--- src/adc_capture_macros.svh ---
`ifndef ADC_CAPTURE_MACROS_SVH
`define ADC_CAPTURE_MACROS_SVH

// adc front end
`define ADC_LANES 8
`define SAMPLE_BITS 12

// raw lane slot and mean sum width
`define LANE_BITS 16

// sample memory
`define WORD_BITS 128
`define ADDR_BITS 15

// decimation divisor, group is divisor+1 frames
`define DIV_BITS 4

`endif

--- src/adc_sample_pkg.sv ---
`default_nettype none

`include "adc_capture_macros.svh"

package adc_sample_pkg;

	typedef logic [`SAMPLE_BITS-1:0] sample_t; // one adc conversion

	typedef logic [`LANE_BITS-1:0] lane_sum_t; // zero-extended sample or group sum

	// one parallel frame from the adc
	typedef struct packed {
		logic valid;
		sample_t [`ADC_LANES-1:0] samples;
	} adc_frame_t;

	// group result of all lanes
	typedef struct packed {
		logic valid;
		lane_sum_t [`ADC_LANES-1:0] sums;
	} lane_frame_t;

endpackage

`default_nettype wire

--- src/capture_ctrl_pkg.sv ---
`default_nettype none

`include "adc_capture_macros.svh"

package capture_ctrl_pkg;

	// held stable by software while busy
	typedef struct packed {
		logic [`ADDR_BITS-1:0] rec_length; // words per record
		logic [`DIV_BITS-1:0] divisor;
		logic mean_mode; // sum groups instead of keeping the last frame
		logic pack_mode; // 12 bit stream instead of 16 bit slots
	} capture_cfg_t;

	typedef enum logic [1:0] {
		idle = 2'd0,
		run = 2'd1,
		done = 2'd2
	} cap_state_t;

	// sample memory write port
	typedef struct packed {
		logic en;
		logic [`ADDR_BITS-1:0] addr;
		logic [`WORD_BITS-1:0] data;
	} mem_write_t;

	// per-frame strobes broadcast to every lane
	typedef struct packed {
		logic take; // a sample is present
		logic first; // opens a group
		logic emit; // closes a group
	} lane_ctl_t;

endpackage

`default_nettype wire

--- src/lane_decimator.sv ---
`timescale 1ns/1ps
`default_nettype none

`include "adc_capture_macros.svh"

module lane_decimator (
	input wire adc_clkinp,
	input wire rst,
	input wire capture_ctrl_pkg::lane_ctl_t lane_ctl,
	input wire adc_sample_pkg::sample_t sample,
	input wire mean_mode,
	output adc_sample_pkg::lane_sum_t lane_out,
	output logic lane_valid
);

	adc_sample_pkg::lane_sum_t sample_ext;
	adc_sample_pkg::lane_sum_t acc; // running sum of the open group

	assign sample_ext = {{(`LANE_BITS-`SAMPLE_BITS){1'b0}}, sample};

	// wraps at 16 bits
	always_ff @(posedge adc_clkinp)
	begin
		if (rst)
			acc <= '0;
		else if (lane_ctl.take)
			acc <= lane_ctl.first ? sample_ext : acc + sample_ext;
	end

	// result includes the sample that closes the group
	always_comb
	begin
		if (!mean_mode || lane_ctl.first)
			lane_out = sample_ext; // decimate keeps the latest
		else
			lane_out = acc + sample_ext;
	end

	assign lane_valid = lane_ctl.take && lane_ctl.emit;

endmodule

`default_nettype wire

--- src/capture_sequencer.sv ---
`timescale 1ns/1ps
`default_nettype none

`include "adc_capture_macros.svh"

module capture_sequencer (
	input wire adc_clkinp,
	input wire rst,
	input wire adc_sample_pkg::adc_frame_t frame,
	input wire [`DIV_BITS-1:0] divisor,
	input wire trig,
	input wire clear,
	input wire record_end,
	output capture_ctrl_pkg::lane_ctl_t lane_ctl,
	output adc_sample_pkg::sample_t [`ADC_LANES-1:0] samples,
	output logic busy,
	output logic done
);

	capture_ctrl_pkg::cap_state_t state;
	logic [`DIV_BITS-1:0] grp_cnt; // position inside the current group
	logic frame_take;
	logic grp_first;
	logic grp_last;

	// only frames seen while running count
	assign frame_take = frame.valid && (state == capture_ctrl_pkg::run);
	assign grp_first = (grp_cnt == '0);
	assign grp_last = (grp_cnt == divisor);

	always_ff @(posedge adc_clkinp)
	begin
		if (rst)
		begin
			state <= capture_ctrl_pkg::idle;
			grp_cnt <= '0;
		end
		else if (clear)
		begin
			state <= capture_ctrl_pkg::idle;
			grp_cnt <= '0;
		end
		else
		begin
			case (state)
				capture_ctrl_pkg::idle:
				begin
					if (trig)
					begin
						state <= capture_ctrl_pkg::run;
						grp_cnt <= '0; // first valid frame opens a group
					end
				end
				capture_ctrl_pkg::run:
				begin
					if (record_end)
						state <= capture_ctrl_pkg::done;
					if (frame.valid)
						grp_cnt <= grp_last ? '0 : grp_cnt + 1'b1;
				end
				default: ; // done waits for clear
			endcase
		end
	end

	// strobes ride one cycle behind the frame, next to the samples
	always_ff @(posedge adc_clkinp)
	begin
		if (rst)
		begin
			lane_ctl <= '0;
		end
		else
		begin
			lane_ctl.take <= frame_take;
			lane_ctl.first <= frame_take && grp_first;
			lane_ctl.emit <= frame_take && grp_last;
		end
	end

	always_ff @(posedge adc_clkinp)
	begin
		samples <= frame.samples;
	end

	assign busy = (state == capture_ctrl_pkg::run);
	assign done = (state == capture_ctrl_pkg::done);

endmodule

`default_nettype wire

--- src/word_packer.sv ---
`timescale 1ns/1ps
`default_nettype none

`include "adc_capture_macros.svh"

module word_packer (
	input wire adc_clkinp,
	input wire rst,
	input wire adc_sample_pkg::lane_frame_t lanes,
	input wire pack_mode,
	input wire [`ADDR_BITS-1:0] rec_length,
	input wire busy,
	output capture_ctrl_pkg::mem_write_t wr,
	output logic record_end
);

	localparam int FRAME_BITS = `ADC_LANES * `SAMPLE_BITS; // 96
	localparam int TAIL_BITS = `WORD_BITS - FRAME_BITS; // 32, spill per word

	logic [FRAME_BITS-1:0] pk_frame; // lanes as a 12 bit stream
	logic [`WORD_BITS-1:0] raw_word;
	logic [FRAME_BITS-1:0] hold; // stream bits not yet written, low aligned
	logic [1:0] set_cnt; // frame index in a set of four
	logic [`ADDR_BITS-1:0] addr_cnt;
	logic [`ADDR_BITS-1:0] addr_next;
	logic rec_full; // record written, ignore late frames
	logic wr_take;
	logic wr_fire;
	logic wr_en;
	logic [`ADDR_BITS-1:0] wr_addr;
	logic [`WORD_BITS-1:0] wr_data;

	always_comb
	begin
		for (int i = 0; i < `ADC_LANES; i++)
		begin
			pk_frame[i*`SAMPLE_BITS +: `SAMPLE_BITS] = lanes.sums[i][`SAMPLE_BITS-1:0];
			raw_word[i*`LANE_BITS +: `LANE_BITS] = lanes.sums[i];
		end
	end

	assign addr_next = addr_cnt + 1'b1;
	assign wr_take = lanes.valid && !rec_full;
	assign wr_fire = wr_take && (!pack_mode || set_cnt != 2'd0); // first of a set only fills

	always_ff @(posedge adc_clkinp)
	begin
		if (rst || !busy)
		begin
			wr_en <= 1'b0;
			record_end <= 1'b0;
			addr_cnt <= '0;
			set_cnt <= '0;
			rec_full <= 1'b0;
		end
		else
		begin
			wr_en <= wr_fire;
			record_end <= 1'b0;
			if (wr_take)
				set_cnt <= pack_mode ? set_cnt + 1'b1 : 2'd0;
			if (wr_fire)
			begin
				addr_cnt <= addr_next;
				if (addr_next == rec_length)
				begin
					record_end <= 1'b1; // same cycle as the last write
					rec_full <= 1'b1;
				end
			end
		end
	end

	// word j is stream bits 128j..128j+127
	always_ff @(posedge adc_clkinp)
	begin
		if (wr_take)
		begin
			wr_addr <= addr_cnt;
			if (!pack_mode)
			begin
				wr_data <= raw_word;
			end
			else
			begin
				case (set_cnt)
					2'd0: hold <= pk_frame;
					2'd1:
					begin
						wr_data <= {pk_frame[TAIL_BITS-1:0], hold};
						hold <= {{TAIL_BITS{1'b0}}, pk_frame[FRAME_BITS-1:TAIL_BITS]};
					end
					2'd2:
					begin
						wr_data <= {pk_frame[2*TAIL_BITS-1:0], hold[FRAME_BITS-TAIL_BITS-1:0]};
						hold <= {{2*TAIL_BITS{1'b0}}, pk_frame[FRAME_BITS-1:2*TAIL_BITS]};
					end
					default: wr_data <= {pk_frame, hold[TAIL_BITS-1:0]};
				endcase
			end
		end
	end

	assign wr = '{en: wr_en, addr: wr_addr, data: wr_data};

endmodule

`default_nettype wire

--- src/adc_capture_top.sv ---
`timescale 1ns/1ps
`default_nettype none

`include "adc_capture_macros.svh"

module adc_capture_top (
	input wire adc_clkinp,
	input wire rst,
	input wire adc_sample_pkg::adc_frame_t frame,
	input wire capture_ctrl_pkg::capture_cfg_t cfg,
	input wire trig,
	input wire clear,
	output capture_ctrl_pkg::mem_write_t wr,
	output logic busy,
	output logic done
);

	capture_ctrl_pkg::lane_ctl_t lane_ctl;
	adc_sample_pkg::sample_t [`ADC_LANES-1:0] samples;
	wire adc_sample_pkg::lane_frame_t lanes;
	wire [`ADC_LANES-1:0] lane_valid;
	logic record_end;

	capture_sequencer i_capture_sequencer (
		.adc_clkinp (adc_clkinp),
		.rst        (rst),
		.frame      (frame),
		.divisor    (cfg.divisor),
		.trig       (trig),
		.clear      (clear),
		.record_end (record_end),
		.lane_ctl   (lane_ctl),
		.samples    (samples),
		.busy       (busy),
		.done       (done)
	);

	// all lanes see the same strobes
	for (genvar i = 0; i < `ADC_LANES; i++)
	begin : g_lane
		lane_decimator i_lane_decimator (
			.adc_clkinp (adc_clkinp),
			.rst        (rst),
			.lane_ctl   (lane_ctl),
			.sample     (samples[i]),
			.mean_mode  (cfg.mean_mode),
			.lane_out   (lanes.sums[i]),
			.lane_valid (lane_valid[i])
		);
	end

	assign lanes.valid = &lane_valid; // lanes run in lockstep

	word_packer i_word_packer (
		.adc_clkinp (adc_clkinp),
		.rst        (rst),
		.lanes      (lanes),
		.pack_mode  (cfg.pack_mode),
		.rec_length (cfg.rec_length),
		.busy       (busy),
		.wr         (wr),
		.record_end (record_end)
	);

endmodule

`default_nettype wire

--- config.mk ---
export PLATFORM = sky130hd
export DESIGN_NAME = adc_capture_top
export DESIGN_NICKNAME = d
export VERILOG_FILES = /design/src/adc_sample_pkg.sv /design/src/capture_ctrl_pkg.sv /design/src/lane_decimator.sv /design/src/capture_sequencer.sv /design/src/word_packer.sv /design/src/adc_capture_top.sv
export VERILOG_INCLUDE_DIRS = /design/src /design/src/src
export SDC_FILE = /design/constraint.sdc
export NUM_CORES = 1
export LEC_CHECK = 0
export CAP_MARGIN = 10
export CELL_PAD_IN_SITES_DETAIL_PLACEMENT = 1
export CELL_PAD_IN_SITES_GLOBAL_PLACEMENT = 2
export CORE_UTILIZATION = 44
export CTS_CLUSTER_DIAMETER = 30
export DETAILED_ROUTE_END_ITERATION = 6
export DONT_BUFFER_PORTS = 1
export PLACE_DENSITY = 0.88
export SYNTH_ARGS = -nofsm -noshare
export SYNTH_HDL_FRONTEND = slang
export SYNTH_SLANG_ARGS = --single-unit
export TNS_END_PERCENT = 10
--- constraint.sdc ---
create_clock -name adc_clkinp -period 10.3 [get_ports adc_clkinp]
set_clock_uncertainty 0.1 [all_clocks]
set_input_delay 1.03 -clock adc_clkinp [delete_from_list [all_inputs] [get_ports adc_clkinp]]
set_output_delay 1.03 -clock adc_clkinp [all_outputs]
set_load 0.02 [all_outputs]
* Yosys cells after proc, flatten, opt, wreduce, memory -nomap -nowiden
Cells that the tools add are included.
Cells by class: equality and inequality tests 10, bitwise operators 1, add/sub/neg operators 11, multiplexer cells 28, reduce and logical (&&, ||, !) cells 26
Operator list (number):
- 128-bit case mux with 3 select lines | 1
- 96-bit case mux with 3 select lines | 1
- 16-bit two-way mux | 16
- 16-bit by 12-bit adder with 16-bit output | 8
- 128-bit two-way mux | 1
- 15-bit by 1-bit adder with 15-bit output (second input constant) | 1
- 15-bit equality test | 1
- 4-bit two-way mux | 3
- 3-bit AND reduction | 3
- 2-bit inequality test (second input constant) | 4
- 4-bit case mux with 2 select lines | 1
- 1-bit logical AND | 6
- 2-bit two-way mux | 3
- 4-bit by 1-bit adder with 4-bit output (second input constant) | 1
- 2-bit by 1-bit equality test with 1-bit output (second input constant) | 2
- 2-bit equality test (second input constant) | 2
- 4-bit equality test | 1
- 1-bit logical NOT | 4
- 2-bit logical NOT | 2
- 4-bit logical NOT | 1
- 2-bit case mux with 2 select lines | 1
- 2-bit AND reduction | 2
- 2-bit nonzero test | 2
- 2-bit OR reduction | 2
- other kinds (5) | 7
Word-level totals: logic and storage cells 105, bits in registers 492

* Longest topological paths before layout
Gate-level depths: netlist of the first run.
word-level depth 5, mapped depth 11, gate-level depth less buffers 9

* Modules after synthesis
Synthesis of the first run repeated with hierarchy kept, for this count alone.
Second synthesis, totals: cells, all modules 3116, area total of the unflattened synthesis 28139.5 um^2
Modules (own cells, without submodules):
- lane_decimator | cells each 228, area an instance 1616.6 um^2, instances 8
- word_packer | cells each 1142, area an instance 12807.3 um^2, instances 1
- capture_sequencer | cells each 147, area an instance 2383.5 um^2, instances 1
- adc_capture_top | cells each 3, area an instance 16.3 um^2, instances 1

* Least setup slack after synthesis of the first run
No wires, ideal clock.
path type in2reg, from in cfg[0] (netlist name), to reg i_word_packer.hold[0], enable pin, setup time 0.552 ns, data required time 9.648 ns, slack 3.987 ns, data arrival time 5.662 ns, path buffers 2, stages 4, path through clkbuf_1 clkbuf_1 nand2_1 nor2_1
On the way: word-level cells in the longest chain between the ends 1
RTL lines:
- from (decl) | RTL line adc_capture_top.sv:10 | input wire capture_ctrl_pkg::capture_cfg_t cfg,
- 3-bit AND reduction (no source line)
- to (signal assigned) | RTL line word_packer.sv:87 | 2'd0: hold <= pk_frame;
- to (signal assigned) | RTL line word_packer.sv:91 | hold <= {{TAIL_BITS{1'b0}}, pk_frame[FRAME_BITS-1:TAIL_BITS]};
- to (signal assigned) | RTL line word_packer.sv:96 | hold <= {{2*TAIL_BITS{1'b0}}, pk_frame[FRAME_BITS-1:2*TAIL_BITS]};
- to (decl) | RTL line word_packer.sv:22 | logic [FRAME_BITS-1:0] hold;
Every way passes these cells. A chain may end at the register's enable or synchronous reset.

* Final worst setup path of the first run
from reg i_word_packer.set_cnt[0], to reg i_word_packer.wr_data[94] (data pin)
On the way: word-level cells in the longest chain between the ends 3
RTL lines:
- from (decl) | RTL line word_packer.sv:23 | logic [1:0] set_cnt;
- from (signal assigned) | RTL line word_packer.sv:61 | set_cnt <= pack_mode ? set_cnt + 1'b1 : 2'd0;
- 2-bit equality test (tied with other cells) | RTL line word_packer.sv:86 | case (set_cnt)
- 128-bit case mux with 3 select lines (*) | RTL line word_packer.sv:86
- 128-bit two-way mux (*) | RTL line word_packer.sv:80 | if (!pack_mode)
- to (signal assigned) | RTL line word_packer.sv:82 | wr_data <= raw_word;
- to (signal assigned) | RTL line word_packer.sv:90 | wr_data <= {pk_frame[TAIL_BITS-1:0], hold};
- to (signal assigned) | RTL line word_packer.sv:95 | wr_data <= {pk_frame[2*TAIL_BITS-1:0], hold[FRAME_BITS-TAIL_BITS-1:0]};
- to (decl) | RTL line word_packer.sv:31 | logic [`WORD_BITS-1:0] wr_data;
Every way passes the cells marked *; elsewhere a longest branch is shown, timed or not. The select of a mux whose other input is x is not followed.

==> impl_metrics.env, run 1 <==
export IMPL_arrival_ps=4760
export IMPL_cts_hold_buf=0
export IMPL_die_w_um=248.2
export IMPL_cp_num_buf_inv=3
export IMPL_wirelength_met1_mm=46.17
export IMPL_core_area_sq_mm=0.05946
export IMPL_clk_path_buf_depth=3
export IMPL_startpoint_type="flop"
export IMPL_vias_per_cell=6.742
export IMPL_rsz0062_at_grt="false"
export IMPL_setup_viol=0
export IMPL_grt_pass1_vias=25014
export IMPL_cts_buffers=133
export IMPL_slowest_delay_ps=750
export IMPL_grt_max_degree=131
export IMPL_drt_wl_total_mm=117.9
export IMPL_avgSynthCellArea_sq_um=9.419
export IMPL_critPathTopFamily="simple AND/OR/NAND/NOR gates"
export IMPL_instances_no_fill=3717
export IMPL_maxSlewHeadroom=0.01687
export IMPL_cts_resized=0
export IMPL_nets=3069
export IMPL_syn_inst=2832
export IMPL_routed_top_layer="met5"
export IMPL_clk_latency_ps=710
export IMPL_path_max_fanout=58
export IMPL_path_class="flop to flop"
export IMPL_wl_per_cell_um=31.72
export IMPL_timing_hold_ws_ps=236.9
export IMPL_path_cells="inv_1, ha_4, inv_2, nor2_2, buf_4, nand2_1, o221ai_1, a2bb2oi_1, o21ai_0"
export IMPL_synth_seq_cells=492
export IMPL_drive_above_1_share=0.1131
export IMPL_port_buffers=0
export IMPL_leakagePower_nw=11.92
export IMPL_timing_fmax_mhz=230.6
export IMPL_cts_sinks=492
export IMPL_area_growth_synth_to_final_pct=19.43
export IMPL_dp_slack_ps=5954
export IMPL_fin_tns_setup_ps=0
export IMPL_vias=25060
export IMPL_maxCapViolCount=0
export IMPL_grt_antenna_before_repair=4
export IMPL_final_util=0.5357
export IMPL_met3WireLength_mm=13.52
export IMPL_die_y_um=248.2
export IMPL_slew_violations=0
export IMPL_worst_slack_ps=5964
export IMPL_post_cts_buffers=0
export IMPL_period_share=0.4210
export IMPL_rows=89
export IMPL_synth_nets=3065
export IMPL_yosysSeqAreaShare=0.4589
export IMPL_gr_total_overflow=0
export IMPL_synth_cell_area_sq_mm=0.02667
export IMPL_start_util=0.4486
export IMPL_grt_pass1_wl_mm=169.4
export IMPL_power_density_mw_per_mm2=216.5
export IMPL_tightestPinTransition_ps=1434
export IMPL_min_path_type="input port to flop"
export IMPL_grt_usage=0.3794
export IMPL_ys_warn_count=0
export IMPL_cts_reportedPaths_clkPinSlew_ps=50
export IMPL_dr_first_iter_drc_count=2718
export IMPL_io_pins=268
export IMPL_place_hpwl_mm=83.09
export IMPL_synthFlopType="dfxtp_1"
export IMPL_synthArstFlopShare=0
export IMPL_end_kind="flop"
export IMPL_cts_tree="built"
export IMPL_fin_crit_ps=4336
export IMPL_ant_nets=0
export IMPL_critPathRequiredTime_ps=10730
export IMPL_drc=0
export IMPL_drtPass1Iterations=6
export IMPL_cp_slowest_cell="ha_4"
export IMPL_synth_edf_count=239
export IMPL_cts_root_buffer="clkbuf_16"
export IMPL_dieArea_sq_mm=0.06161
export IMPL_htreeDepth=4
export IMPL_status="finished clean"
export IMPL_wl_met2_mm=51.66
export IMPL_ir_worst_vdd_mv=0.1605
export IMPL_routabilityCongestion=1.001
export IMPL_ys_types=84
export IMPL_finalHoldViolCount=0
export IMPL_place_inst=3473
==> stage by stage <==
step	power [mW]	area (sq um)
global route	7.058	31860
CTS	6.904	31840
detailed placement	2.783	27380
floorplan	2.540	26670
global placement	2.763	27380
finish	6.898	31860
==> cell families after synthesis <==
logic type               count (synthesis)  synth area share
AO/OA/AOI/OAI                          920            0.2305
buffers and inverters                  227           0.03321
adder cells (fa/ha/maj)                111           0.05432
XOR/XNOR                               133           0.04367
flip-flops                             492            0.4589
multiplexers                            99           0.03814
AND/OR/NAND/NOR                        850            0.1412
==> Yosys cell counts (11+ instances only) <==
cell,n,area share
o21ai_0,209,0.039
nor2_1,285,0.040
inv_1,37,0.0052
buf_2,15,0.0028
o31ai_1,17,0.0048
mux2_2,21,0.0089
a22oi_1,36,0.010
a31oi_1,40,0.0094
nor3_1,36,0.0068
a211oi_1,54,0.015
o21bai_1,15,0.0042
buf_1,13,0.0018
nand2b_1,13,0.0030
mux2i_1,78,0.029
o21a_1,20,0.0056
a221oi_1,28,0.0092
xnor2_1,82,0.027
o22ai_1,26,0.0061
nand2_1,328,0.046
nor4_1,11,0.0026
clkbuf_1,153,0.022
xor2_1,51,0.017
a2bb2oi_1,16,0.0053
edfxtp_1,239,0.27
o22a_1,14,0.0046
a21o_1,49,0.014
a21oi_1,192,0.036
dfxtp_1,253,0.19
nand4_1,16,0.0038
or3_1,18,0.0042
o221ai_1,17,0.0056
o211ai_1,41,0.012
nand3_1,47,0.0088
and3_1,15,0.0035
and2_1,24,0.0056
a311oi_1,31,0.010
ha_1,103,0.048
a211o_1,14,0.0046
==> flip-flops by register name, indices dropped and copies added (netlist names) <==
signal / cells
i_capture_sequencer.state: 2
i_word_packer.wr_addr: 15
i_capture_sequencer.lane_ctl: 3
i_capture_sequencer.grp_cnt: 4
i_word_packer.addr_cnt: 15
i_word_packer.rec_full: 1
i_word_packer.wr_en: 1
i_word_packer.hold: 96
i_capture_sequencer.samples: 96
i_word_packer.wr_data: 128
g_lane.i_lane_decimator.acc: 128
i_word_packer.set_cnt: 2
i_word_packer.record_end: 1
==> layer usage <==
metal	up-vias	track usage
met5	-	0
met4	6	0.2113
met3	346	0.1168
met2	1512	0.5732
met1	12547	0.4808
li1	10649	-
==> layout make-up <==
class | instances | area [sq um]
Sequential cell | 492 | 12250
Clock inverter | 75 | 827.0
Antenna cell | 1 | 2.502
Timing Repair Buffer | 54 | 409.1
Inverter | 42 | 163.9
Tap cell | 773 | 967.2
Multi-Input combinational cell | 2113 | 13600
Clock buffer | 167 | 3642
Fill cell | 6505 | 27610
==> power by group <==
group / total (mW) / switching (mW) / internal, mW
sequential: 2.17 / 0.0657 / 2.11
clock: 4.11 / 1.32 / 2.79
combinational: 0.615 / 0.418 / 0.197
total: 6.90 / 1.80 / 5.09
==> layout by cell type (no fill, tap or decap), types with 36 or more instances in the layout <==
cell       instances
a211oi_1          54
a21o_1            49
a21oi_1          191
a22oi_1           36
a31oi_1           40
buf_4             53
clkbuf_16        138
dfxtp_1          251
edfxtp_1         239
ha_1             102
mux2i_1           78
nand2_1          328
nand3_1           47
nor2_1           282
nor3_1            36
o211ai_1          41
o21ai_0          203
xnor2_1           82
xor2_1            51
==> path summary, 6_finish.rpt <==
kind / endpoint / cells after the start / slack (ps) / from
setup / recovery: i_word_packer.wr_data[94] / 9 / 5960 / i_word_packer.set_cnt[0]
hold / removal: i_capture_sequencer.samples[39] / 0 / 240 / frame[39]
setup reg to reg: i_word_packer.wr_data[94] / 9 / 5960 / i_word_packer.set_cnt[0]
hold reg to reg: g_lane[3].i_lane_decimator.acc[7] / 2 / 380 / g_lane[3].i_lane_decimator.acc[7]
(Power assumes the default switching activity.)
==> run 2, diff against run 1 <==
--- a/config.mk
+++ b/config.mk
@@ -9,11 +9,11 @@
 export CAP_MARGIN = 10
 export CELL_PAD_IN_SITES_DETAIL_PLACEMENT = 1
 export CELL_PAD_IN_SITES_GLOBAL_PLACEMENT = 2
-export CORE_UTILIZATION = 44
+export CORE_UTILIZATION = 37
 export CTS_CLUSTER_DIAMETER = 30
 export DETAILED_ROUTE_END_ITERATION = 6
 export DONT_BUFFER_PORTS = 1
-export PLACE_DENSITY = 0.88
+export PLACE_DENSITY = 0.79
 export SYNTH_ARGS = -nofsm -noshare
 export SYNTH_HDL_FRONTEND = slang
 export SYNTH_SLANG_ARGS = --single-unit
==> constraint.sdc (replaced) <==
create_clock -name adc_clkinp -period 3.7 [get_ports adc_clkinp]
set_clock_uncertainty 0.1 [all_clocks]
set_input_delay 0.37 -clock adc_clkinp [delete_from_list [all_inputs] [get_ports adc_clkinp]]
set_output_delay 0.37 -clock adc_clkinp [all_outputs]
set_load 0.02 [all_outputs]
==> run 2 against run 1 <==
Setup slack worse by 5900 ps. Combinational power grew to 3.3 times the previous value. Power grew to 2.9 times the previous value. Wire length is 3.5% higher. Non-clock buffer count is 208 higher. Utilization is 5.6 points lower. Critical path type unchanged. Fmax is 18% higher. First-iteration DRC count is 11% lower. Via count is 0.57% higher.
==> impl_metrics.env, run 2 (synthesis results as in run 1) <==
export IMPL_grt_pass1_wl_mm=175.4
export IMPL_whs_path_depth=2
export IMPL_grt_max_degree=143
export IMPL_cts_sinks=492
export IMPL_status="finished clean"
export IMPL_vias_per_cell=6.143
export IMPL_clk_latency_ps=740
export IMPL_grt_usage=0.3270
export IMPL_timing_fmax_mhz=271.8
export IMPL_drc=0
export IMPL_r2r_end="i_word_packer.wr_data[92]"
export IMPL_slew_violations=0
export IMPL_io_pins=268
export IMPL_slowest_delay_ps=550
export IMPL_post_cts_buffers=0
export IMPL_setup_viol=0
export IMPL_whs_endpoint="i_word_packer.wr_data[121]"
export IMPL_cts_reportedPaths_clkPinSlew_ps=50
export IMPL_fillers=7950
export IMPL_timing_hold_ws_ps=38.61
export IMPL_leakagePower_nw=12.91
export IMPL_path_cells="ha_1, fa_1, a21o_1, a21oi_1, o21ai_1, a2111oi_1, buf_4, nor2_1, xnor2_1, o31ai_1"
export IMPL_finalHoldViolCount=0
export IMPL_area_growth_synth_to_final_pct=28.41
export IMPL_multi_input_area_sq_mm=0.01360
export IMPL_port_buffers=0
export IMPL_final_cell_mix="nand2_1 (328), nor2_1 (282), dfxtp_1 (251)"
export IMPL_min_from="cfg[0]"
export IMPL_clk_path_buf_depth=3
export IMPL_fin_tns_setup_ps=0
export IMPL_instances_no_fill=4103
export IMPL_nets=3275
export IMPL_rr_worst_depth=10
export IMPL_min_path_type="input port to flop"
export IMPL_path_max_fanout=5
export IMPL_critPathLaunch="g_lane[5].i_lane_decimator.acc[0]"
export IMPL_ir_worst_vdd_mv=0.4107
export IMPL_die_w_um=270.5
export IMPL_drive_above_1_share=0.1396
export IMPL_p_total_mw=19.77
export IMPL_vias=25204
export IMPL_dr_first_iter_drc_count=2417
export IMPL_regArea_sq_mm=0.01225
export IMPL_htreeDepth=4
export IMPL_maxCapViolCount=0
export IMPL_routabilityCongestion=0.9926
export IMPL_reg_largest_list="g_lane.i_lane_decimator.acc: 128 flops, i_word_packer.wr_data: 128 flops"
export IMPL_place_inst=3745
export IMPL_path_class="flop to flop"
export IMPL_maxSlewHeadroom=0.1769
export IMPL_dieArea_sq_mm=0.07317
export IMPL_startpoint_type="flop"
export IMPL_die_y_um=270.5
export IMPL_arrival_ps=4050
export IMPL_grt_pass1_vias=25218
export IMPL_r2r_slack_ps=20
export IMPL_cts_root_buffer="clkbuf_16"
export IMPL_cp_slowest_cell="a2111oi_1"
export IMPL_cts_tree="built"
export IMPL_tightestPinTransition_ps=1226
export IMPL_fin_crit_ps=3680
export IMPL_r2r_start="g_lane[5].i_lane_decimator.acc[0]"
export IMPL_critPathRequiredTime_ps=4070
export IMPL_period_share=0.9945
export IMPL_place_hpwl_mm=87.13
export IMPL_rsz0062_at_grt="false"
export IMPL_start_util=0.3738
export IMPL_ant_nets=0
export IMPL_core_area_sq_mm=0.07136
export IMPL_drtPass1Iterations=6
export IMPL_wl_per_cell_um=29.74
export IMPL_end_kind="flop"
export IMPL_rows=98
export IMPL_cts_buffers=131
export IMPL_final_common_cell="nand2_1"
export IMPL_gr_total_overflow=0
export IMPL_drt_wl_total_mm=122.0
export IMPL_power_density_mw_per_mm2=577.2
export IMPL_grt_antenna_before_repair=6
[run 2: cell types whose count changed in the layout (fill, tap and decap cells not counted), moves of 3 or more]
cell           previous run  this run
dlygate4sd3_1             0       112
buf_4                    53       141
clkinvlp_4                2        15
clkbuf_1                 21         9
clkinv_16                 0        10
buf_12                    0         7
clkbuf_16               138       132
inv_8                     6         0
clkbuf_8                  8        11
clkinv_2                 20        17
inv_6                    17        14
o21ai_0                 203       200
o21ai_1                   7        10
[run 2: worst max path at each step]
stage | end | cells past startpoint
6_report | i_word_packer.wr_data[92] | 10
5_1_grt | i_word_packer.rec_full | 8
4_1_cts | i_word_packer.wr_data[92] | 10
3_5_place_dp | i_word_packer.wr_data[92] | 10
3_3_place_gp | i_word_packer.wr_data[92] | 10
2_1_floorplan | i_word_packer.addr_cnt[11] | 8
[run 2: routing by layer]
| layer | global-route usage | up-vias | routed length [um] |
|---|---|---|---|
| met5 | 0 | - | 52 |
| met2 | 0.4878 | 1209 | 52920 |
| li1 | - | 11062 | - |
| met3 | 0.09870 | 278 | 12020 |
| met1 | 0.4227 | 12651 | 50540 |
| met4 | 0.1760 | 4 | 6475 |
[run 2: through the flow]
step	util	cell area [sq um]	setup WS, ps
after global routing	0.4800	34250	5.808
after global placement	0.3978	28390	96.37
after detailed placement	0.3978	28390	83.64
final	0.4800	34250	20.50
after floorplan	-	26680	295.2
after CTS	0.4796	34230	54.61
[run 2: power breakdown]
| group | total, mW | internal, mW | switching [mW] | leakage [nW] |
|---|---|---|---|---|
| sequential | 6.01 | 5.86 | 0.151 | 4.21 |
| combinational | 2.02 | 0.708 | 1.31 | 6.47 |
| clock | 11.7 | 7.75 | 3.99 | 2.23 |
| total | 19.8 | 14.3 | 5.45 | 12.9 |
[run 2: area by class of cell]
class / count / share of cell area
Antenna cell: 2 / 0.0001461
Clock buffer: 152 / 0.1018
Clock inverter: 90 / 0.03456
Inverter: 42 / 0.004749
Multi-Input combinational cell: 2113 / 0.3970
Sequential cell: 492 / 0.3576
Tap cell: 950 / 0.03470
Timing Repair Buffer: 262 / 0.06933
[run 2: repair_timing]
item | CTS | global route
hold buffers | 113 | 1
endpoints found under the hold margin | 316 | 1
setup endpoints to repair | 0 | 4
resized for setup | 0 | 3
[run 2: worst max-delay path, delay by kind of cell (launching register included)]
family | cells | cell delay, ps
compound gates | 5 | 1800
buf+inv | 1 | 250
flops | 1 | 320
fa+ha+maj | 2 | 700
xor+xnor | 1 | 170
simple gates | 1 | 80
